`src/logic/csr_pkg.sv`:
```
// CSR map, register field positions and access structs
// shared by the machine-mode CSR unit
package csr_pkg;

  localparam int xlen = 32;

  typedef logic [11:0] csr_addr_t;
  typedef logic [xlen-1:0] csr_data_t;

  // Machine CSR numbers kept in this unit
  typedef enum logic [11:0] {
    csr_mstatus  = 12'h300,
    csr_misa     = 12'h301,
    csr_mie      = 12'h304,
    csr_mtvec    = 12'h305,
    csr_mscratch = 12'h340,
    csr_mepc     = 12'h341,
    csr_mcause   = 12'h342,
    csr_mtval    = 12'h343,
    csr_mip      = 12'h344
  } csr_addr_e;

  // MXL of 1, I and U extensions
  localparam csr_data_t misa_value = 32'h4010_0100;

  // mstatus fields, MPP is two bits wide
  localparam int status_mie  = 3;
  localparam int status_mpie = 7;
  localparam int status_mpp  = 11;

  // Same positions in mie and mip
  localparam int msi_bit = 3;
  localparam int mti_bit = 7;
  localparam int mei_bit = 11;

  // Raw access from the core
  typedef struct packed {
    logic      wr_en;
    csr_addr_t addr;
    csr_data_t wr_data;
  } csr_access_t;

  // Write left over after trap and mret masking
  typedef struct packed {
    logic      wr_en;
    csr_addr_t addr;
    csr_data_t wr_data;
  } csr_write_t;

  typedef struct packed {
    logic       mie;
    logic       mpie;
    logic [1:0] mpp;
  } status_t;

  // Enables or pending lines of the machine interrupts
  typedef struct packed {
    logic external;
    logic timer;
    logic software;
  } irq_t;

endpackage

```
`src/logic/priv_pkg.sv`:
```
// Privilege levels, trap cause codes and the trap request
// passed from trap control to the state holders
package priv_pkg;

  typedef enum logic [1:0] {
    priv_user    = 2'b00,
    priv_machine = 2'b11
  } priv_e;

  // Exception and interrupt codes as stored in mcause
  typedef enum logic [4:0] {
    cause_illegal_instr = 5'd2,
    cause_msi           = 5'd3,
    cause_mti           = 5'd7,
    cause_ecall_u       = 5'd8,
    cause_mei           = 5'd11
  } cause_e;

  // Machine ecall shares code 11 with MEI
  // The interrupt flag tells the two apart
  localparam cause_e cause_ecall_m = cause_mei;

  typedef struct packed {
    logic   take;
    logic   interrupt;
    cause_e code;
    logic   capture_tval;
  } trap_req_t;

endpackage

```
`src/logic/csr_unit.sv`:
```
`timescale 1ns/1ps
// Machine-mode CSR unit for a 32-bit RISC-V core with user and machine
// privilege levels
module csr_unit (
  input  logic                 clock,
  input  logic                 reset,
  input  csr_pkg::csr_access_t access,
  input  logic                 mret,
  input  logic                 illegal_instruction,
  input  logic                 ecall,
  input  csr_pkg::csr_data_t   pc,
  input  logic [31:0]          instruction,
  input  logic                 external_interrupt,
  input  logic                 mem_msip,
  input  logic [63:0]          mem_mtime,
  input  logic [63:0]          mem_mtimecmp,
  output csr_pkg::csr_data_t   rd_data,
  output logic                 addr_exception,
  output csr_pkg::csr_data_t   mepc,
  output csr_pkg::csr_data_t   trap_addr,
  output logic                 trap,
  output priv_pkg::priv_e      privilege_mode
);
  import csr_pkg::*;
  import priv_pkg::*;

  csr_write_t write;
  status_t    status;
  irq_t       enable;
  irq_t       pending;
  csr_data_t  mtvec;
  trap_req_t  trap_req;

  machine_status i_status (
    .clock    (clock),
    .reset    (reset),
    .access   (access),
    .mret     (mret),
    .trap_req (trap_req),
    .write    (write),
    .status   (status),
    .priv     (privilege_mode)
  );

  machine_csr_file i_csr_file (
    .clock              (clock),
    .reset              (reset),
    .access             (access),
    .write              (write),
    .status             (status),
    .trap_req           (trap_req),
    .pc                 (pc),
    .instruction        (instruction),
    .external_interrupt (external_interrupt),
    .mem_msip           (mem_msip),
    .mem_mtime          (mem_mtime),
    .mem_mtimecmp       (mem_mtimecmp),
    .rd_data            (rd_data),
    .addr_exception     (addr_exception),
    .enable             (enable),
    .pending            (pending),
    .mtvec              (mtvec),
    .mepc               (mepc)
  );

  trap_control i_trap (
    .enable              (enable),
    .pending             (pending),
    .status              (status),
    .priv                (privilege_mode),
    .mtvec               (mtvec),
    .illegal_instruction (illegal_instruction),
    .ecall               (ecall),
    .trap_req            (trap_req),
    .trap                (trap),
    .trap_addr           (trap_addr)
  );

endmodule

```
`src/logic/machine_csr_file.sv`:
```
`timescale 1ns/1ps
// Machine CSR storage with the WARL write rules,
// trap capture of mepc, mcause and mtval, and the read multiplexer
module machine_csr_file (
  input  logic                 clock,
  input  logic                 reset,
  input  csr_pkg::csr_access_t access,
  input  csr_pkg::csr_write_t  write,
  input  csr_pkg::status_t     status,
  input  priv_pkg::trap_req_t  trap_req,
  input  csr_pkg::csr_data_t   pc,
  input  logic [31:0]          instruction,
  input  logic                 external_interrupt,
  input  logic                 mem_msip,
  input  logic [63:0]          mem_mtime,
  input  logic [63:0]          mem_mtimecmp,
  output csr_pkg::csr_data_t   rd_data,
  output logic                 addr_exception,
  output csr_pkg::irq_t        enable,
  output csr_pkg::irq_t        pending,
  output csr_pkg::csr_data_t   mtvec,
  output csr_pkg::csr_data_t   mepc
);
  import csr_pkg::*;
  import priv_pkg::*;

  csr_data_t mscratch;
  csr_data_t mcause;
  csr_data_t mtval;
  csr_data_t mstatus_value;
  csr_data_t trap_cause;

  logic wr_mtvec;
  logic wr_mie;
  logic wr_mscratch;
  logic wr_mepc;
  logic wr_mcause;
  logic wr_mtval;

  // mcause is WLRL, only codes this unit can raise are accepted
  function automatic logic legal_cause(csr_data_t value);
    logic [xlen-2:0] code;
    code = value[xlen-2:0];
    if (value[xlen-1]) begin
      return code == cause_msi || code == cause_mti || code == cause_mei;
    end
    return code == cause_illegal_instr || code == cause_ecall_u || code == cause_ecall_m;
  endfunction

  // Place the three interrupt bits at their mie/mip positions
  function automatic csr_data_t irq_to_csr(irq_t irq);
    csr_data_t value;
    value          = '0;
    value[msi_bit] = irq.software;
    value[mti_bit] = irq.timer;
    value[mei_bit] = irq.external;
    return value;
  endfunction

  assign wr_mtvec    = write.wr_en && (write.addr == csr_mtvec);
  assign wr_mie      = write.wr_en && (write.addr == csr_mie);
  assign wr_mscratch = write.wr_en && (write.addr == csr_mscratch);
  assign wr_mepc     = write.wr_en && (write.addr == csr_mepc);
  assign wr_mcause   = write.wr_en && (write.addr == csr_mcause);
  assign wr_mtval    = write.wr_en && (write.addr == csr_mtval);

  // mip is read-only, driven by the interrupt lines and the timer compare
  assign pending = '{
    external: external_interrupt,
    timer:    (mem_mtime >= mem_mtimecmp),
    software: mem_msip
  };

  assign trap_cause = {trap_req.interrupt, {(xlen - 6){1'b0}}, trap_req.code};

  // Registers only written through the CSR port
  always_ff @(posedge clock or posedge reset) begin
    if (reset) begin
      mtvec    <= '0;
      enable   <= '0;
      mscratch <= '0;
    end else begin
      // Bit 1 of mtvec is reserved and reads 0
      if (wr_mtvec) begin
        mtvec <= {write.wr_data[xlen-1:2], 1'b0, write.wr_data[0]};
      end
      if (wr_mie) begin
        enable.external <= write.wr_data[mei_bit];
        enable.timer    <= write.wr_data[mti_bit];
        enable.software <= write.wr_data[msi_bit];
      end
      if (wr_mscratch) begin
        mscratch <= write.wr_data;
      end
    end
  end

  // Registers also loaded on trap entry
  always_ff @(posedge clock or posedge reset) begin
    if (reset) begin
      mepc   <= '0;
      mcause <= '0;
      mtval  <= '0;
    end else if (trap_req.take) begin
      mepc   <= pc;
      mcause <= trap_cause;
      if (trap_req.capture_tval) begin
        mtval <= instruction;
      end
    end else begin
      if (wr_mepc) begin
        mepc <= {write.wr_data[xlen-1:2], 2'b00};
      end
      if (wr_mcause && legal_cause(write.wr_data)) begin
        mcause <= write.wr_data;
      end
      if (wr_mtval) begin
        mtval <= write.wr_data;
      end
    end
  end

  always_comb begin
    mstatus_value                      = '0;
    mstatus_value[status_mie]          = status.mie;
    mstatus_value[status_mpie]         = status.mpie;
    mstatus_value[status_mpp +: 2]     = status.mpp;
  end

  // Reads decode the raw address so they work while a write is masked
  always_comb begin
    rd_data        = '0;
    addr_exception = 1'b0;
    case (access.addr)
      csr_mstatus:  rd_data = mstatus_value;
      csr_misa:     rd_data = misa_value;
      csr_mie:      rd_data = irq_to_csr(enable);
      csr_mtvec:    rd_data = mtvec;
      csr_mscratch: rd_data = mscratch;
      csr_mepc:     rd_data = mepc;
      csr_mcause:   rd_data = mcause;
      csr_mtval:    rd_data = mtval;
      csr_mip:      rd_data = irq_to_csr(pending);
      default:      addr_exception = 1'b1;
    endcase
  end

endmodule

```
`src/logic/machine_status.sv`:
```
`timescale 1ns/1ps
// Privilege register and mstatus fields
// Orders trap entry, mret and CSR writes and produces the masked write
module machine_status (
  input  logic                 clock,
  input  logic                 reset,
  input  csr_pkg::csr_access_t access,
  input  logic                 mret,
  input  priv_pkg::trap_req_t  trap_req,
  output csr_pkg::csr_write_t  write,
  output csr_pkg::status_t     status,
  output priv_pkg::priv_e      priv
);
  import csr_pkg::*;
  import priv_pkg::*;

  logic       mret_taken;
  logic       status_write;
  logic [1:0] new_mpp;

  // Trap beats mret
  assign mret_taken = mret && !trap_req.take;

  // Trap and mret both suppress the CSR write
  always_comb begin
    write.wr_en   = access.wr_en && !trap_req.take && !mret;
    write.addr    = access.addr;
    write.wr_data = access.wr_data;
  end

  assign status_write = write.wr_en && (write.addr == csr_mstatus);
  assign new_mpp      = write.wr_data[status_mpp +: 2];

  always_ff @(posedge clock or posedge reset) begin
    if (reset) begin
      status <= '0;
      priv   <= priv_machine;
    end else if (trap_req.take) begin
      // All traps land in machine mode
      status.mie  <= 1'b0;
      status.mpie <= status.mie;
      status.mpp  <= priv;
      priv        <= priv_machine;
    end else if (mret_taken) begin
      status.mie  <= status.mpie;
      status.mpie <= 1'b1;
      status.mpp  <= priv_user;
      // MPP only ever holds a supported level
      priv        <= priv_e'(status.mpp);
    end else if (status_write) begin
      status.mie  <= write.wr_data[status_mie];
      status.mpie <= write.wr_data[status_mpie];
      // WARL, only user and machine are kept
      if (new_mpp == priv_user || new_mpp == priv_machine) begin
        status.mpp <= new_mpp;
      end
    end
  end

endmodule

```
`src/logic/trap_control.sv`:
```
`timescale 1ns/1ps
// Qualifies interrupts and exceptions, picks the highest priority one
// and computes its cause and the direct or vectored trap address
module trap_control (
  input  csr_pkg::irq_t       enable,
  input  csr_pkg::irq_t       pending,
  input  csr_pkg::status_t    status,
  input  priv_pkg::priv_e     priv,
  input  csr_pkg::csr_data_t  mtvec,
  input  logic                illegal_instruction,
  input  logic                ecall,
  output priv_pkg::trap_req_t trap_req,
  output logic                trap,
  output csr_pkg::csr_data_t  trap_addr
);
  import csr_pkg::*;
  import priv_pkg::*;

  logic      user_mode;
  logic      trap_allowed;
  irq_t      active;
  logic      take_illegal;
  logic      take_ecall_u;
  logic      take_ecall_m;
  csr_data_t base;
  csr_data_t vector_offset;

  assign user_mode = (priv == priv_user);

  // User mode always takes machine traps, machine mode needs MIE
  assign trap_allowed = user_mode || status.mie;

  assign active = enable & pending & {3{trap_allowed}};

  assign take_illegal = illegal_instruction && trap_allowed;
  assign take_ecall_u = ecall && user_mode;
  assign take_ecall_m = ecall && !user_mode && status.mie;

  // Interrupts first, then synchronous exceptions
  always_comb begin
    trap_req      = '0;
    trap_req.code = cause_illegal_instr;
    if (active.external) begin
      trap_req.take      = 1'b1;
      trap_req.interrupt = 1'b1;
      trap_req.code      = cause_mei;
    end else if (active.timer) begin
      trap_req.take      = 1'b1;
      trap_req.interrupt = 1'b1;
      trap_req.code      = cause_mti;
    end else if (active.software) begin
      trap_req.take      = 1'b1;
      trap_req.interrupt = 1'b1;
      trap_req.code      = cause_msi;
    end else if (take_illegal) begin
      trap_req.take         = 1'b1;
      trap_req.code         = cause_illegal_instr;
      trap_req.capture_tval = 1'b1;
    end else if (take_ecall_u) begin
      trap_req.take = 1'b1;
      trap_req.code = cause_ecall_u;
    end else if (take_ecall_m) begin
      trap_req.take = 1'b1;
      trap_req.code = cause_ecall_m;
    end
  end

  assign trap = trap_req.take;

  // Mode bits of mtvec are not part of the address
  assign base          = {mtvec[xlen-1:2], 2'b00};
  assign vector_offset = {{(xlen - 7){1'b0}}, trap_req.code, 2'b00};

  // Vectored mode only applies to interrupts
  assign trap_addr = (mtvec[0] && trap_req.interrupt) ? base + vector_offset : base;

endmodule

```
`config.mk`:
```
export PLATFORM = sky130hd
export DESIGN_NAME = csr_unit
export DESIGN_NICKNAME = d
export VERILOG_FILES = /design/src/logic/csr_pkg.sv /design/src/logic/priv_pkg.sv /design/src/logic/csr_unit.sv /design/src/logic/machine_csr_file.sv /design/src/logic/machine_status.sv /design/src/logic/trap_control.sv
export SDC_FILE = /design/constraint.sdc
export NUM_CORES = 1
export LEC_CHECK = 0
export BUFFER_PORTS_ARGS = -buffer_cell sky130_fd_sc_hd__buf_2
export CAP_MARGIN = 20
export CORE_MARGIN = 4
export CORE_UTILIZATION = 51
export CTS_CLUSTER_DIAMETER = 40
export DETAILED_ROUTE_END_ITERATION = 8
export GPL_TIMING_DRIVEN = 0
export PLACE_DENSITY = 0.8
export SYNTH_ARGS = -nofsm -noshare
export SYNTH_HDL_FRONTEND = slang
export SYNTH_HIERARCHICAL = 1
export SYNTH_SLANG_ARGS = --single-unit
```
`constraint.sdc`:
```
create_clock -name clock -period 13.1 [get_ports clock]
set_input_delay 0.655 -clock clock [delete_from_list [all_inputs] [get_ports clock]]
set_output_delay 0.655 -clock clock [all_outputs]
set_load 0.1 [all_outputs]
```
==> results.sh <==
export IMPL_status="finished, final reports clean"
export IMPL_die_w_um=156
export IMPL_drive_gt1_share_pct=35.7
export IMPL_clock_fmax_mhz=156
export IMPL_ant_nets=0
export IMPL_whs_ns=0.197
export IMPL_vdd_ir_drop_max_uv=180
export IMPL_p_leak_nw=7.16
export IMPL_cts_resized=0
export IMPL_endpoint_kind="output port"
export IMPL_grt_max_degree=123
export IMPL_post_cts_setup_buffers=0
export IMPL_cts_sinks=168
export IMPL_routed_wl_um=38400
export IMPL_finClkSkew_ns=0.00934
export IMPL_syn_area_per_cell_um2=10.0
export IMPL_hold_path_class="in2async"
export IMPL_slew_headroom_pct=21.4
export IMPL_drc=0
export IMPL_fin_nets=1761
export IMPL_gp_congestion=0.903
export IMPL_overflow=0
export IMPL_clkTransAtPathRegs_ns=0.07
export IMPL_num_vias=10236
export IMPL_via_per_inst=5.89
export IMPL_dieArea_um2=24300
export IMPL_seq_area_um2=4210
export IMPL_firstDrtPassIters=9
export IMPL_root_buffer="clkbuf_16"
export IMPL_cp_data_required_time_ns=12.44
export IMPL_rows=53
export IMPL_hold_viol_final=0
export IMPL_rsz0062_at_grt="no"
export IMPL_cts_tree="done"
export IMPL_cap_viol_max_count=0
export IMPL_crit_type="in2out"
export IMPL_pin_count=344
export IMPL_layout_min_cycle_time_ns=6.39
export IMPL_die_h_um=156
export IMPL_yosysWarnings=6
export IMPL_dp_hpwl_um=29200
export IMPL_start_util_pct=52.5
export IMPL_cts_buffers=17
export IMPL_post_drt_wl_per_cell_um=22.1
export IMPL_tns_ns=0
export IMPL_slew_violations=0
export IMPL_worst_setup_path_start_kind="input port"
export IMPL_cts_max_path_buffers=2
export IMPL_core_um2=21300
export IMPL_portBuffers=313
export IMPL_h_tree_depth=4
export IMPL_multi_input_area_um2=6040
export IMPL_crit_fanout=10
export IMPL_worst_slew_pin_transition_ns=1.18
export IMPL_fin_crit_sh_pct=48.8
export IMPL_syn_inst=1113
export IMPL_arrival_ns=5.74
export IMPL_fill_cells=1695
export IMPL_first_iter_violations=749
export IMPL_netlist_area_um2=11200
export IMPL_finalSetupViolCount=0
export IMPL_grt_pass1_wl_um=57500
export IMPL_grtUsageTotal_pct=30.8
export IMPL_power_density_nw_per_um2=163
export IMPL_grt_antenna_before_repair=5
export IMPL_grt_pass1_vias=10304
export IMPL_areaGrowthSynthToFinish_pct=23.3
export IMPL_cts_hold_buf=0
export IMPL_clk_latency_ns=0.43
metal layers:
| metal | wire length [um] | share of wire [%] | GRT usage, % | vias to the layer above |
|---|---|---|---|---|
| met5 | 48 | 0.13 | 0 | - |
| met4 | 1180 | 3.1 | 9.92 | 8 |
| met3 | 4130 | 11 | 9.49 | 87 |
| met2 | 19000 | 49 | 53.0 | 582 |
| met1 | 14000 | 37 | 37.1 | 4966 |
| li1 | - | - | - | 4593 |
final timing paths:
path,endpoint,start,cells after the start,slack (ns)
setup reg to reg,i_csr_file/mepc[3]$_DFFE_PP0P_,i_csr_file/enable[0]$_DFFE_PP0P_,13,8.65
hold / removal,i_status/status[3]$_DFFE_PP0P_,reset,2,0.20
min in group clock,i_csr_file/mepc[25]$_DFFE_PP0P_,pc[25],3,0.43
hold reg to reg,i_csr_file/mtval[24]$_DFFE_PP0P_,i_csr_file/mtval[24]$_DFFE_PP0P_,2,0.48
max in group asynchronous,i_csr_file/mtval[19]$_DFFE_PP0P_,reset,3,11.98
setup / recovery,trap_addr[13],mem_mtime[25],18,6.71
registers in the layout, indices dropped and copies added, names as in the netlist:
signal / cells
i_csr_file/mcause: 32
i_csr_file/mepc: 32
i_csr_file/mscratch: 32
i_csr_file/mtval: 32
i_csr_file/mtvec: 31
i_status/status: 4
i_csr_file/enable: 3
i_status/priv: 2
stage by stage:
step,setup slack [ns],instances,instance area [um^2],util [%],power [mW]
after floorplan,7.03,1115,11200,-,1.43
after global placement,6.11,1703,13100,61.5,1.66
after detailed placement,6.67,1704,13100,61.6,1.68
after CTS,6.77,1736,13800,64.7,2.24
after global routing,6.43,1737,13800,64.7,2.33
final,6.71,1737,13800,64.7,2.24
layout by cell type (no fill, tap or decap), types with 13 or more instances in the layout:
cell,count
o21ai_0,94
ha_1,68
nand3_1,26
nor3_1,17
clkbuf_1,34
dfrtp_1,166
buf_2,324
mux4_2,26
xor2_1,13
a22o_1,21
nor2_1,25
mux2i_1,79
buf_4,51
a21oi_1,34
mux2_2,68
nand2_1,125
inv_1,79
and2_1,30
nand4_1,17
clkbuf_16,17
xnor2_1,16
power by group:
group          internal [mW]  leakage (nW)  switching [mW]
clock                  0.333         0.314           0.221
combinational          0.250          4.62           0.716
sequential             0.630          2.23          0.0895
total                   1.21          7.16            1.03
area by class of cell:
class                           instances  area share (%)
Inverter                               80            2.24
Buffer                                104            4.54
Tap cell                              275            2.50
Clock inverter                         12            1.36
Clock buffer                           20            3.32
Sequential cell                       168            30.6
Antenna cell                            1          0.0182
Multi-Input combinational cell        763            43.9
Timing Repair Buffer                  314            11.6
worst max-delay path, cell delays in order:
cell,delay [ns]
buf_2,0.10
ha_1,0.31
a21oi_1,0.16
o21ai_0,0.09
a221oi_1,0.29
o21ai_0,0.16
a221oi_1,0.44
nand2_1,0.20
a222oi_1,0.88
nand3_1,0.35
ha_1,0.39
a21oi_1,0.07
o22ai_1,0.25
nand2_1,0.15
buf_4,0.23
nor3_1,0.25
xor2_1,0.27
buf_2,0.48
Note: power is estimated with default switching activity, not from simulation.
